File: config.mk
export PLATFORM = sky130hd
export DESIGN_NAME = link_upstream
export DESIGN_NICKNAME = d
export VERILOG_FILES = /design/src/link_pkg.sv /design/src/link_token_pkg.sv /design/src/link_two_fifo.sv /design/src/link_token_sync.sv /design/src/link_credit_counter.sv /design/src/link_upstream_launch.sv /design/src/link_upstream.sv
export SDC_FILE = /design/constraint.sdc
export NUM_CORES = 1
export LEC_CHECK = 0
export BUFFER_PORTS_ARGS = -buffer_cell sky130_fd_sc_hd__buf_2
export CAP_MARGIN = 40
export CORE_ASPECT_RATIO = 0.6
export CORE_UTILIZATION = 56
export CTS_CLUSTER_DIAMETER = 80
export CTS_CLUSTER_SIZE = 24
export DETAILED_ROUTE_END_ITERATION = 8
export PLACE_DENSITY = 0.82
export SYNTH_ARGS = -nofsm -noshare
export SYNTH_HDL_FRONTEND = slang
export SYNTH_SLANG_ARGS = --single-unit
File: constraint.sdc
create_clock -name io_clk_i -period 2.8 [get_ports io_clk_i]
set_input_delay 0.84 -clock io_clk_i [delete_from_list [all_inputs] [get_ports io_clk_i]]
set_output_delay 0.84 -clock io_clk_i [all_outputs]
set_load 0.005 [all_outputs]
File: src/link_pkg.sv
// link channel package
// default channel sizing and the idle pattern driven on the data pins
`default_nettype none

package link_pkg;

  // default data width of the channel
  localparam int link_channel_width_c = 16;

  // log2 of the credit window, each token pool holds half of it
  localparam int link_lg_fifo_depth_c = 6;

  // log2 of the credits carried by one token edge
  localparam int link_lg_decimation_c = 3;

  // widest channel the idle pattern helper can describe
  localparam int link_max_width_c = 256;

  // idle pattern (10)+ keeps the pad current balanced while not sending
  // odd bits set, even bits clear, bits above width stay zero
  function automatic logic [link_max_width_c-1:0] link_inactive_pattern(input int width);
    logic [link_max_width_c-1:0] pattern;
    pattern = '0;
    for (int i = 0; i < link_max_width_c; i++)
    begin
      if (i < width)
        pattern[i] = (i % 2 == 1);
    end
    return pattern;
  endfunction

endpackage

`default_nettype wire

File: src/link_token_pkg.sv
// token and credit types
// carried between token capture, the two credit pools and launch
`default_nettype none

package link_token_pkg;

  // one cycle pulses, one per detected token edge
  typedef struct packed {
    logic rise;
    logic fall;
  } link_token_edge_s;

  // per pool flag, set while the pool holds at least one credit
  typedef struct packed {
    logic pos;
    logic neg;
  } link_credit_avail_s;

  // per pool decrement
  // at most one field high in any cycle
  typedef struct packed {
    logic pos;
    logic neg;
  } link_credit_take_s;

endpackage

`default_nettype wire

File: src/link_two_fifo.sv
// two-entry decoupling buffer on the core side of the link
// ready comes from registered state only, so io_ready_i never reaches the core
`timescale 1ns/100ps
`default_nettype none

module link_two_fifo
  #(parameter int channel_width_p = 16)
  ( input  wire                        io_clk_i
  , input  wire                        io_link_reset_i

  , input  wire  [channel_width_p-1:0] data_i
  , input  wire                        valid_i
  , output logic                       ready_o

  , output logic                       valid_o
  , output logic [channel_width_p-1:0] data_o
  , input  wire                        yumi_i
  );

  // payload storage
  logic [channel_width_p-1:0] mem_r [2];

  logic wptr_r, rptr_r;
  logic empty_r;
  // registered not-full, also held low through reset
  logic ready_r;

  logic enq, deq;
  logic empty_n, full_n;
  logic full;

  assign enq = valid_i & ready_r;
  assign deq = yumi_i;

  // equal pointers with the empty bit clear means both slots hold words
  assign full = (wptr_r == rptr_r) & ~empty_r;

  always_comb
  begin
    empty_n = empty_r;
    full_n  = full;
    // enq cannot hit a full buffer and deq cannot hit an empty one
    if (enq & ~deq)
    begin
      empty_n = 1'b0;
      // second word arriving
      full_n  = (wptr_r != rptr_r);
    end
    else if (deq & ~enq)
    begin
      // last word leaving
      empty_n = (wptr_r != rptr_r);
      full_n  = 1'b0;
    end
  end

  always_ff @(posedge io_clk_i)
  begin
    if (io_link_reset_i)
    begin
      wptr_r  <= 1'b0;
      rptr_r  <= 1'b0;
      empty_r <= 1'b1;
      ready_r <= 1'b0;
    end
    else
    begin
      wptr_r  <= wptr_r ^ enq;
      rptr_r  <= rptr_r ^ deq;
      empty_r <= empty_n;
      ready_r <= ~full_n;
    end
  end

  // storage write
  always_ff @(posedge io_clk_i)
  begin
    if (enq)
      mem_r[wptr_r] <= data_i;
  end

  assign ready_o = ready_r;
  assign valid_o = ~empty_r;
  assign data_o  = mem_r[rptr_r];

  // the consumer may only take a word the buffer offers
  a_yumi_needs_valid: assert property (
    @(posedge io_clk_i) disable iff (io_link_reset_i) yumi_i |-> valid_o);

endmodule

`default_nettype wire

File: src/link_token_sync.sv
// token capture
// samples the token wire in the io clock domain and emits one pulse per edge
`timescale 1ns/100ps
`default_nettype none

module link_token_sync
  import link_token_pkg::*;
  ( input  wire              io_clk_i
  , input  wire              io_link_reset_i
  , input  wire              token_clk_i
  , output link_token_edge_s token_edge_o
  );

  // two flop synchronizer plus history for edge detection
  logic sync1_r, sync2_r, hist_r;
  // low through reset so no edge is reported for the value left on the wire
  logic armed_r;

  // synchronizer and history chain, sampled on every io clock
  always_ff @(posedge io_clk_i)
  begin
    sync1_r <= token_clk_i;
    sync2_r <= sync1_r;
    hist_r  <= sync2_r;
  end

  always_ff @(posedge io_clk_i)
  begin
    if (io_link_reset_i)
      armed_r <= 1'b0;
    else
      armed_r <= 1'b1;
  end

  // ********************************************************************
  // edge pulses
  // ********************************************************************

  // 0 -> 1 on the synchronized wire
  assign token_edge_o.rise = armed_r & sync2_r & ~hist_r;
  // 1 -> 0 on the synchronized wire
  assign token_edge_o.fall = armed_r & ~sync2_r & hist_r;

  // token wire holds each level for at least two io clocks
  a_token_slow: assert property (
    @(posedge io_clk_i) disable iff (io_link_reset_i)
      (token_edge_o.rise || token_edge_o.fall)
        |=> !(token_edge_o.rise || token_edge_o.fall));

endmodule

`default_nettype wire

File: src/link_credit_counter.sv
// saturating credit pool for one token edge
// refilled by token pulses, drained one credit per send
`timescale 1ns/100ps
`default_nettype none

module link_credit_counter
  #( parameter int lg_fifo_depth_p                 = 6
   , parameter int lg_credit_to_token_decimation_p = 3
   )
  ( input  wire  io_clk_i
  , input  wire  io_link_reset_i
  , input  wire  add_i
  , input  wire  take_i
  , output logic avail_o
  );

  // ********************************************************************
  // sizing
  // ********************************************************************

  // one pool covers half the credit window
  localparam logic [lg_fifo_depth_p:0] full_lp =
    (lg_fifo_depth_p+1)'(2 ** (lg_fifo_depth_p - 1));

  // credits carried by a single token edge
  localparam logic [lg_fifo_depth_p:0] refill_lp =
    (lg_fifo_depth_p+1)'(2 ** lg_credit_to_token_decimation_p);

  // count range is 0 .. full_lp
  logic [lg_fifo_depth_p-1:0] count_r;

  // one extra bit so the refill sum cannot wrap
  logic [lg_fifo_depth_p:0] sum;
  logic [lg_fifo_depth_p:0] sat;
  logic [lg_fifo_depth_p:0] count_n;

  // ********************************************************************
  // next count
  // ********************************************************************

  always_comb
  begin
    // refill first
    sum = {1'b0, count_r};
    if (add_i)
      sum = sum + refill_lp;

    // tokens beyond the window are dropped
    if (sum > full_lp)
      sat = full_lp;
    else
      sat = sum;

    // then the send of this cycle
    count_n = sat - (lg_fifo_depth_p+1)'(take_i);
  end

  always_ff @(posedge io_clk_i)
  begin
    if (io_link_reset_i)
      // receiver buffer starts empty, so every credit is ours
      count_r <= full_lp[lg_fifo_depth_p-1:0];
    else
      count_r <= count_n[lg_fifo_depth_p-1:0];
  end

  assign avail_o = (count_r != '0);

  // launch only draws from this pool while it reported credit
  a_no_take_when_empty: assert property (
    @(posedge io_clk_i) disable iff (io_link_reset_i)
      take_i |-> (count_r != '0));

endmodule

`default_nettype wire

File: src/link_upstream_launch.sv
// launch stage
// picks the active credit pool, gates valid with its credit and drives
// the data pins with the word or the idle pattern
`timescale 1ns/100ps
`default_nettype none

module link_upstream_launch
  import link_pkg::*;
  import link_token_pkg::*;
  #( parameter int channel_width_p                 = 16
   , parameter int lg_credit_to_token_decimation_p = 3
   )
  ( input  wire                        io_clk_i
  , input  wire                        io_link_reset_i

  // buffer side
  , input  wire                        buf_valid_i
  , input  wire  [channel_width_p-1:0] buf_data_i
  , output logic                       buf_yumi_o

  // credit pools
  , input  link_credit_avail_s         credit_avail_i
  , output link_credit_take_s          credit_take_o

  // output PHY side
  , output logic [channel_width_p-1:0] io_data_o
  , output logic                       io_valid_o
  , input  wire                        io_ready_i
  );

  // full width helper result, sliced to the channel below
  localparam logic [link_max_width_c-1:0] pattern_full_lp =
    link_inactive_pattern(channel_width_p);

  localparam logic [channel_width_p-1:0] inactive_pattern_lp =
    pattern_full_lp[channel_width_p-1:0];

  // ********************************************************************
  // token alternator
  // ********************************************************************

  // counts sends, wraps freely
  // high bit clear selects the rising edge pool, set selects falling
  logic [lg_credit_to_token_decimation_p:0] alt_r;
  logic on_neg;
  logic credit_ok;
  logic valid_n;
  logic send;

  assign on_neg = alt_r[lg_credit_to_token_decimation_p];

  // credit of the pool currently being drawn from
  assign credit_ok = on_neg ? credit_avail_i.neg : credit_avail_i.pos;

  // a word goes out only with data and credit both present
  assign valid_n = buf_valid_i & credit_ok;
  assign send    = valid_n & io_ready_i;

  always_ff @(posedge io_clk_i)
  begin
    if (io_link_reset_i)
      // start on the rising edge pool
      alt_r <= '0;
    else if (send)
      alt_r <= alt_r + 1'b1;
  end

  // ********************************************************************
  // handshakes and pins
  // ********************************************************************

  assign buf_yumi_o = send;

  // only the active pool is charged
  assign credit_take_o.pos = send & ~on_neg;
  assign credit_take_o.neg = send & on_neg;

  assign io_valid_o = valid_n;

  // real word shown whenever valid, even with the PHY stalled, to save toggles
  // reset empties the buffer, so the idle pattern also covers reset
  always_comb
  begin
    if (valid_n)
      io_data_o = buf_data_i;
    else
      io_data_o = inactive_pattern_lp;
  end

  // a stalled word stays on the pins until the PHY takes it
  a_stall_holds_word: assert property (
    @(posedge io_clk_i) disable iff (io_link_reset_i)
      (io_valid_o && !io_ready_i) |=> (io_valid_o && $stable(io_data_o)));

endmodule

`default_nettype wire

File: src/link_upstream.sv
// transmit half of the source-synchronous link
// core words pass a two-entry buffer and leave only against token credits
// counted separately for rising and falling token edges
`timescale 1ns/100ps
`default_nettype none

module link_upstream
  import link_pkg::*;
  import link_token_pkg::*;
  #( parameter int channel_width_p                 = link_channel_width_c
   , parameter int lg_fifo_depth_p                 = link_lg_fifo_depth_c
   , parameter int lg_credit_to_token_decimation_p = link_lg_decimation_c
   )
  ( input  wire                        io_clk_i
  , input  wire                        io_link_reset_i

  // from the chip core
  , input  wire  [channel_width_p-1:0] core_data_i
  , input  wire                        core_valid_i
  , output logic                       core_ready_o

  // to the output PHY
  , output logic [channel_width_p-1:0] io_data_o
  , output logic                       io_valid_o
  , input  wire                        io_ready_i

  // returned tokens, sampled as a slow toggling wire
  , input  wire                        token_clk_i
  );

  logic                       buf_valid;
  logic [channel_width_p-1:0] buf_data;
  logic                       buf_yumi;

  link_token_edge_s   token_edge;
  link_credit_avail_s credit_avail;
  link_credit_take_s  credit_take;

  // ********************************************************************
  // core side buffer
  // ********************************************************************

  link_two_fifo #(.channel_width_p(channel_width_p)) i_two_fifo
    ( .io_clk_i       (io_clk_i)
    , .io_link_reset_i(io_link_reset_i)
    , .data_i         (core_data_i)
    , .valid_i        (core_valid_i)
    , .ready_o        (core_ready_o)
    , .valid_o        (buf_valid)
    , .data_o         (buf_data)
    , .yumi_i         (buf_yumi)
    );

  // ********************************************************************
  // token capture and credit pools
  // ********************************************************************

  link_token_sync i_token_sync
    ( .io_clk_i       (io_clk_i)
    , .io_link_reset_i(io_link_reset_i)
    , .token_clk_i    (token_clk_i)
    , .token_edge_o   (token_edge)
    );

  // rising edge credits
  link_credit_counter
    #( .lg_fifo_depth_p                (lg_fifo_depth_p)
     , .lg_credit_to_token_decimation_p(lg_credit_to_token_decimation_p)
     ) i_pos_credit
    ( .io_clk_i       (io_clk_i)
    , .io_link_reset_i(io_link_reset_i)
    , .add_i          (token_edge.rise)
    , .take_i         (credit_take.pos)
    , .avail_o        (credit_avail.pos)
    );

  // falling edge credits
  link_credit_counter
    #( .lg_fifo_depth_p                (lg_fifo_depth_p)
     , .lg_credit_to_token_decimation_p(lg_credit_to_token_decimation_p)
     ) i_neg_credit
    ( .io_clk_i       (io_clk_i)
    , .io_link_reset_i(io_link_reset_i)
    , .add_i          (token_edge.fall)
    , .take_i         (credit_take.neg)
    , .avail_o        (credit_avail.neg)
    );

  // ********************************************************************
  // launch
  // ********************************************************************

  link_upstream_launch
    #( .channel_width_p                (channel_width_p)
     , .lg_credit_to_token_decimation_p(lg_credit_to_token_decimation_p)
     ) i_launch
    ( .io_clk_i       (io_clk_i)
    , .io_link_reset_i(io_link_reset_i)
    , .buf_valid_i    (buf_valid)
    , .buf_data_i     (buf_data)
    , .buf_yumi_o     (buf_yumi)
    , .credit_avail_i (credit_avail)
    , .credit_take_o  (credit_take)
    , .io_data_o      (io_data_o)
    , .io_valid_o     (io_valid_o)
    , .io_ready_i     (io_ready_i)
    );

endmodule

`default_nettype wire

* Yosys cells after proc, flatten, opt, wreduce, memory -nomap -nowiden
Memory sizes are Yosys's and may differ from the RTL's. A register that Yosys moved wholly into a read port is not among the register bits.
Cells that the tools add are included.
Widths: inputs -> output; s select.
** Storage, ports and cells
- Flip-flop bits (word level) :: 24
- Bits in writable memories :: 32
- Input bits :: 21
- Logic and storage cells :: 59
- Memories :: 1
** Cells by class
- Add/subtract/negate cells :: 5
- Magnitude comparators :: 2
- Eq/ne operators :: 2
- Multiplexer cells :: 14
- Bitwise logic cells :: 21
- Reductions and logical operators :: 3
** Memories
- i_two_fifo.mem_r :: depth 2, bits a word 16, rd ports 1, clocked after Yosys merged registers in 1, write ports 1, line link_two_fifo.sv:21 : logic [channel_width_p-1:0] mem_r [2];
** Operators by type and width (number)
- $mux 16 :: 1
- $add 6x4->7 const B :: 2
- $gt 7x6->1 const B :: 2
- $mux 7 :: 2
- $and 1x1->1 :: 12
- $mux 6 :: 2
- $reduce_bool 6->1 :: 2
- $sub 6x1->6 :: 2
- $mux 1 :: 9
- $not 1->1 :: 7
- $add 4x1->4 const B :: 1
- $reduce_bool 2->1 :: 1
- $xor 1x1->1 :: 2
- $eq 1x1->1 :: 1
- $ne 1x1->1 :: 1

* Logic depth before layout (Yosys ltp)
Gate-level depths: netlist of the first run.
- Depth in word-level cells :: 8
- Gate-level depth with buffers :: 10
- Gate-level depth less buffers :: 10

* By module
Synthesis of the first run repeated with hierarchy kept, for this count alone.
** Second synthesis, totals
- Cell total of the unflattened synthesis :: 217
- Area total of the unflattened synthesis :: 2688.8 um2
** By module, submodules not included
- link_two_fifo :: instances 1, cells each 71, area each 1391.3 um2, seq. area each 1041.0 um2
- link_credit_counter :: instances 2, cells each 48, area each 431.7 um2, seq. area each 120.1 um2
- link_upstream_launch :: instances 1, cells each 43, area each 332.8 um2, seq. area each 80.1 um2
- link_token_sync :: instances 1, cells each 7, area each 101.3 um2, seq. area each 80.1 um2

* Worst setup path after synthesis of the first run
OpenSTA, ideal clock, no wires.
- Path kind :: flip-flop to flip-flop
- Start point :: register i_neg_credit.count_r[3]
- End point :: register i_neg_credit.count_r[4]
- Setup time :: 0.123 ns
- Arrival :: 2.107 ns
- Slack :: 0.569 ns
- Cell stages (with the launch flop) :: 9
- Buffers on the path :: 0
- Clock period less this slack :: 2.231 ns
- Cell sequence :: dfxtp_1 -> ha_1 -> nand4b_1 -> mux2i_1 -> nand2_1 -> ha_1 -> ha_1 -> a21boi_1 -> mux2_1
** Between the ends
- Cells in the longest elaborated chain, start to end :: 6
** RTL lines
- start, declared :: line link_credit_counter.sv:30 : logic [lg_fifo_depth_p-1:0] count_r;
- start signal, assigned :: line link_credit_counter.sv:62 : count_r <= full_lp[lg_fifo_depth_p-1:0];
- start signal, assigned :: line link_credit_counter.sv:64 : count_r <= count_n[lg_fifo_depth_p-1:0];
- parallel branches: the longest is 5 deep, another holds $add 6x4->7
- $sub 6x1->6 * :: line link_credit_counter.sv:55 : count_n = sat - (lg_fifo_depth_p+1)'(take_i);
Every way passes the cells marked *.
A chain may end at the register's enable or synchronous reset.

* Final worst setup path of the first run
- Start point :: register i_neg_credit.count_r[2]
- End point :: output io_data_o[1]
** Between the ends
- Cells in the longest elaborated chain, start to end :: 4
** RTL lines
- $reduce_bool 6->1 :: line link_credit_counter.sv:67 : assign avail_o = (count_r != '0);
- $mux 1 :: line link_upstream_launch.sv:53 : assign credit_ok = on_neg ? credit_avail_i.neg : credit_avail_i.pos;
- $and 1x1->1 :: line link_upstream_launch.sv:56 : assign valid_n = buf_valid_i & credit_ok;
- $mux 16 :: line link_upstream_launch.sv:84 : if (valid_n)
- end, declared :: line link_upstream.sv:23 : , output logic [channel_width_p-1:0] io_data_o
No other way between the ends.

==> results of run 1 <==
-- layout make-up --
cell class	count	area share (%)
Clock buffer	6	2.44
Clock inverter	2	0.548
Inverter	8	1.14
Multi-Input combinational cell	152	36.5
Sequential cell	56	48.5
Tap cell	60	2.53
Timing Repair Buffer	44	8.34
-- logic make-up (layout without fill, tap and decap cells) --
kind of cell | Yosys count | in the layout | share of synthesized area [%]
buffers and inverters | 16 | 60 | 3.78
DFF | 56 | 56 | 55.2
and+or+nand+nor | 75 | 75 | 13.8
AOI/OAI and AO/OA | 34 | 34 | 9.91
adders and majority gates | 11 | 11 | 5.27
xor gates and xnor gates | 9 | 9 | 3.02
muxes | 23 | 23 | 9.05
-- cell usage in the layout (no fill, tap or decap), types with 3 or more instances in the layout --
cell and instances:
a21boi_0 3, a21oi_1 11, buf_2 38, buf_4 5, clkbuf_8 5, dfxtp_1 24, edfxtp_1 32, ha_1 11
inv_1 7, mux2i_1 20, nand2_1 24, nand3_1 4, nand4b_1 3, nor2_1 26, nor3_1 4, o21ai_0 3
xor2_1 7
-- critical path, stage by stage (launching register included) --
cell and delay, ps:
dfxtp_1 390, nor3_1 220, nand4b_1 120, buf_4 170
nand2_4 130, clkinvlp_4 210, nand2_1 120, buf_2 110
-- state kept, by name, summed over array words and instances, names as in the netlist --
register              cells
i_token_sync.sync1_r      1
i_two_fifo.empty_r        1
i_two_fifo.rptr_r         1
i_two_fifo.ready_o        1
i_neg_credit.count_r      6
i_pos_credit.count_r      6
i_two_fifo.wptr_r         1
i_launch.alt_r            4
i_two_fifo.mem_r         32
i_token_sync.sync2_r      1
i_token_sync.armed_r      1
i_token_sync.hist_r       1
-- worst paths after layout --
path,startpoint,endpoint,slack [ps],cells after the start
hold / removal,i_token_sync.sync1_r$_DFF_P_,i_token_sync.sync2_r$_DFF_P_,340,0
hold reg to reg,i_token_sync.sync1_r$_DFF_P_,i_token_sync.sync2_r$_DFF_P_,340,0
setup / recovery,i_neg_credit.count_r[2]$_SDFF_PP0_,io_data_o[1],180,7
setup reg to reg,i_neg_credit.count_r[2]$_SDFF_PP0_,i_neg_credit.count_r[4]$_SDFF_PP0_,310,10
-- where the power goes --
part | internal (uW) | total (uW) | switching, uW | leakage, uW
sequential | 919 | 953 | 34.3 | 0.000489
combinational | 129 | 293 | 163 | 0.000630
clock | 178 | 432 | 253 | 0.0000414
total | 1230 | 1680 | 451 | 0.00116
-- per-layer routing --
| metal | global-route usage (%) | vias up |
|---|---|---|
| met5 | 0 | - |
| met4 | 3.23 | 0 |
| met3 | 6.56 | 4 |
| met2 | 33.8 | 34 |
| met1 | 25.6 | 828 |
| li1 | - | 896 |
-- what timing repair did --
action | 4_1_cts | 5_1_grt
buffers inserted | 0 | 1
resized for setup | 0 | 3
endpoints found under the setup margin | 0 | 9
endpoints found under the hold margin | 0 | 0
hold buffers | 0 | 0
-- metrics by stage --
stage | utilization (%) | instances
2_1_floorplan | - | 224
3_3_place_gp | 66.8 | 319
3_5_place_dp | 66.8 | 319
4_1_cts | 68.9 | 327
5_1_grt | 69.4 | 328
6_report | 69.4 | 328
==> metrics.yaml, run 1 <==
drive_gt1_share_pct: 23.9
dr.first_iter.drc_count: 51
postLayoutSetupSlackWorst_ps: 184
grt_first_pass_wirelength_mm: 7.19
critical_path_arrival_ps: 1780
grt_setup_unrepaired: "no"
maxSlewHeadroom_pct: 72.2
finalNetCount: 299
post_synth_main_area_contributors: "edfxtp_1 (37%), dfxtp_1 (18%), mux2i_1 (7.7%)"
finalClockSkew_ps: 6.35
max-vdd-ir-drop_uv: 393
synth_enable_flop_cells: 32
clk_latency_ps: 300
seq_area_frac_synth_pct: 55.2
clk_pin_slew_ps: 90
period_minus_slack_ps: 2620
hold_class: "reg2reg"
antenna_violations_before_repair: 0
multiInputGateArea_um2: 1080
finalPower_uw: 1680
synth_top_cell_by_area: "edfxtp_1"
pre_cts_slack_ps: 215
yosysMostFrequentCell: "edfxtp_1"
route.detailed.wl_per_inst_um: 14.2
timing.final.hold_violations: 0
finalCritPeriodShare_pct: 93.4
setup_tns_ps: 0
synth_seq_cells: 56
place_area_um2: 2860
status: "finished, final reports clean"
globalplace.congestion: 0.884
place.detailed.hpwl_mm: 3.49
yosys_warning_total: 0
max_slew.worst_pin.slew_ps: 405
yosysTopAreaCellShare_pct: 36.8
timing.fmax_ghz: 0.382
critical_path_required_ps: 1960
chipWidth_um: 90.2
worst_hold_margin_ps: 335
detailed_routed_wire_length_on_met2_mm: 2.12
cts.path.max_buffers: 2
post_synthesis_cell_area_um2: 2610
startpoint_type: "flip-flop"
number_of_vias_per_cell: 5.37
root_buffer_master: "clkbuf_8"
synthArstFlopShare_pct: 0
grt_max_degree: 20
core_region_area_um2: 4280
kind_of_critical_path: "reg2out"
top_signal_layer_used: "met4"
crit_path_end_kind: "output port"
chipHeight_um: 54.9
initial_core_util_pct: 61.1
dr_total_vias: 1762
synth_area_per_cell_um2: 11.7
synth_flop_cell: "edfxtp_1"
drt_pass1_iterations: 4
cts_tree: "done"
cts.sinks: 56
report.final.slew_viol_count: 0
core.rowCount: 18
wl_met1_mm: 2.36
htreeDepth: 2
syn_inst: 224
seq_area_um2: 1440
synthesis.nets: 256
io_pins: 39
cellLeakagePower_uw: 0.00116
design.die.area_um2: 4950
post-route-drc-count: 0
synth.top_cells.by_count: "edfxtp_1 (32), nor2_1 (26), dfxtp_1 (24), nand2_1 (24), mux2i_1 (20)"
p_per_area_nw_per_um2: 565
global_route_total_overflow: 0
buffer_ports.inserted: 38
routed_wirelength_mm: 4.66
first_global_vias: 1523
layout-area-overhead-vs-synth_pct: 13.7
cts_inserted_buffers: 5
postRouteAntennaNets: 0
cp_max_fo: 11
final.fill_count: 326
design_area_um2: 2970
grt_usage_pct: 19.8
num_antenna_cells: 0
max_cap_viol_count: 0
met3_wire_len_um: 151
post_synth_num_cell_types: 46
setup-violations-final: 0
No activity file was read; power rests on OpenSTA's default activity.
==> inputs of run 2 (changes only) <==
- GPL_TIMING_DRIVEN: unset -> 0
- PLACE_DENSITY: 0.82 -> 0.89
==> run 2 against run 1 <==
Effect of this change: die area unchanged; clock skew down 2.9 ps; combinational power grew 2%; via count grew 3.2%; first-iteration DRC count rose by 69%; non-clock buffer count grew 1; critical path depth did not move; global-route usage grew 1.9 points.
==> metrics.yaml, run 2 (same netlist as run 1, synthesis figures left out) <==
layout.cells.most_common: "buf_2"
crit_path_end_kind: "output port"
initial_core_util_pct: 61.1
max-vdd-ir-drop_uv: 544
finalNonFillerCells: 329
dr.first_iter.drc_count: 86
htreeDepth: 2
dr_total_vias: 1819
rrSetupSlack_ps: 280
grt_usage_pct: 21.7
final.fill_count: 320
clk_pin_slew_ps: 90
postRouteAntennaNets: 0
setup_tns_ps: 0
dpl.cell_count: 321
flip_flop_count_of_the_largest_register_all_copies_and_words_added: 32
multiInputGateArea_um2: 1080
timing.final.hold_violations: 0
hold_buffers: 0
postCtsSetupRepairBufs: 0
root_buffer_master: "clkbuf_8"
cp_max_fo: 10
io_pins: 39
post-route-drc-count: 0
p_per_area_nw_per_um2: 568
worst_hold_margin_ps: 336
period_minus_slack_ps: 2690
postLayoutCoreUtil_pct: 69.3
num_antenna_cells: 0
worst_r2r_endpoint: "i_neg_credit.count_r[4]$_SDFF_PP0_"
max_slew.worst_pin.slew_ps: 822
reg2reg_depth: 8
reg_top3: "i_two_fifo.mem_r: 32 flops, i_neg_credit.count_r: 6 flops, i_pos_credit.count_r: 6 flops"
drt_pass1_iterations: 4
place.detailed.hpwl_mm: 3.69
design_area_um2: 2970
drive_gt1_share_pct: 24.2
critical_path_required_ps: 1960
place_area_um2: 2870
holdPathStages: 0
layout-area-overhead-vs-synth_pct: 13.6
grt_first_pass_wirelength_mm: 7.97
path_cells: "nor3_1 -> nand4b_1 -> nand2_2 -> inv_1 -> buf_4 -> nand2_1 -> buf_2"
routed_wirelength_mm: 5.09
cts.path.max_buffers: 2
core_region_area_um2: 4280
grt_setup_unrepaired: "no"
number_of_vias_per_cell: 5.53
cellLeakagePower_uw: 0.00117
seq_area_um2: 1440
finalCritPeriodShare_pct: 96.2
buffer_ports.inserted: 37
finalNetCount: 300
cts_inserted_buffers: 5
report.final.slew_viol_count: 0
design.die.area_um2: 4950
registers.top_by_ff_count: "i_two_fifo.mem_r"
clk_latency_ps: 310
status: "finished, final reports clean"
core.rowCount: 18
max_cap_viol_count: 0
globalplace.congestion: 0.858
critical_path.reg2reg.startpoint: "i_neg_credit.count_r[3]$_SDFF_PP0_"
chipWidth_um: 90.2
finalClockSkew_ps: 3.49
kind_of_critical_path: "reg2out"
min-delay-start: "i_token_sync.sync1_r$_DFF_P_"
first_global_vias: 1672
layout_common_cells: "buf_2 (39), edfxtp_1 (32), nor2_1 (26), nand2_1 (24), dfxtp_1 (23)"
critical-path-slowest-cell: "dfxtp_1"
startpoint_type: "flip-flop"
setup-violations-final: 0
worst_hold_path.endpoint: "i_token_sync.sync2_r$_DFF_P_"
timing.fmax_ghz: 0.371
timing.critical_path.from: "i_neg_credit.count_r[2]$_SDFF_PP0_"
cts.sinks: 56
antenna_violations_before_repair: 0
critical_path_arrival_ps: 1850
hold_class: "reg2reg"
route.detailed.wl_per_inst_um: 15.5
chipHeight_um: 54.9
cts_tree: "done"
critical_path.max_stage_delay_ps: 390
global_route_total_overflow: 0
maxSlewHeadroom_pct: 45.2
grt_max_degree: 18
run 2: per-stage QoR:
stage	setup slack (ps)	total power [uW]
final	106	1690
after CTS	88.7	1690
after global routing	1.79	1760
after global placement	325	1250
after floorplan	569	1170
after detailed placement	242	1260
run 2: per-layer routing:
| metal | vias up | routed length [um] | GRT usage, % |
|---|---|---|---|
| met5 | - | 0 | 0 |
| met4 | 0 | 42 | 5.91 |
| met3 | 7 | 210 | 4.92 |
| met2 | 42 | 2430 | 36.1 |
| met1 | 879 | 2400 | 29.4 |
| li1 | 891 | - | - |
run 2: worst max path at each step:
stage,cells past startpoint,end,slack [ps]
floorplan,8,i_neg_credit.count_r[4]$_SDFF_PP0_,570
global placement,8,i_neg_credit.count_r[4]$_SDFF_PP0_,320
detailed placement,8,i_neg_credit.count_r[4]$_SDFF_PP0_,240
CTS,7,io_data_o[3],90
global route,7,io_data_o[3],2
finish,7,io_data_o[3],110
run 2: worst max-delay path, delay by kind of cell (launching register included):
family	cells	cell delay [ps]
flip-flops	1	390
buffers and inverters	3	370
AND/OR/NAND/NOR	4	770
run 2: power by group:
group	internal, uW	switching (uW)	total (uW)
Combinational	130	167	298
Clock	178	258	436
Sequential	920	31.0	951
Total	1230	456	1690
run 2: timing repair:
item                                    CTS  global route
endpoints found under the hold margin     0             0
gates resized for setup                   0             2
endpoints found under the setup margin    0             8
run 2: area by class of cell:
cell class | count | share of cell area [%]
clock inverter | 2 | 0.548
inverter | 8 | 1.01
clock buffer | 6 | 2.45
tap | 60 | 2.53
multi-input combinational | 152 | 36.3
timing repair buffer | 37 | 6.24
buffer | 8 | 2.32
sequential | 56 | 48.6
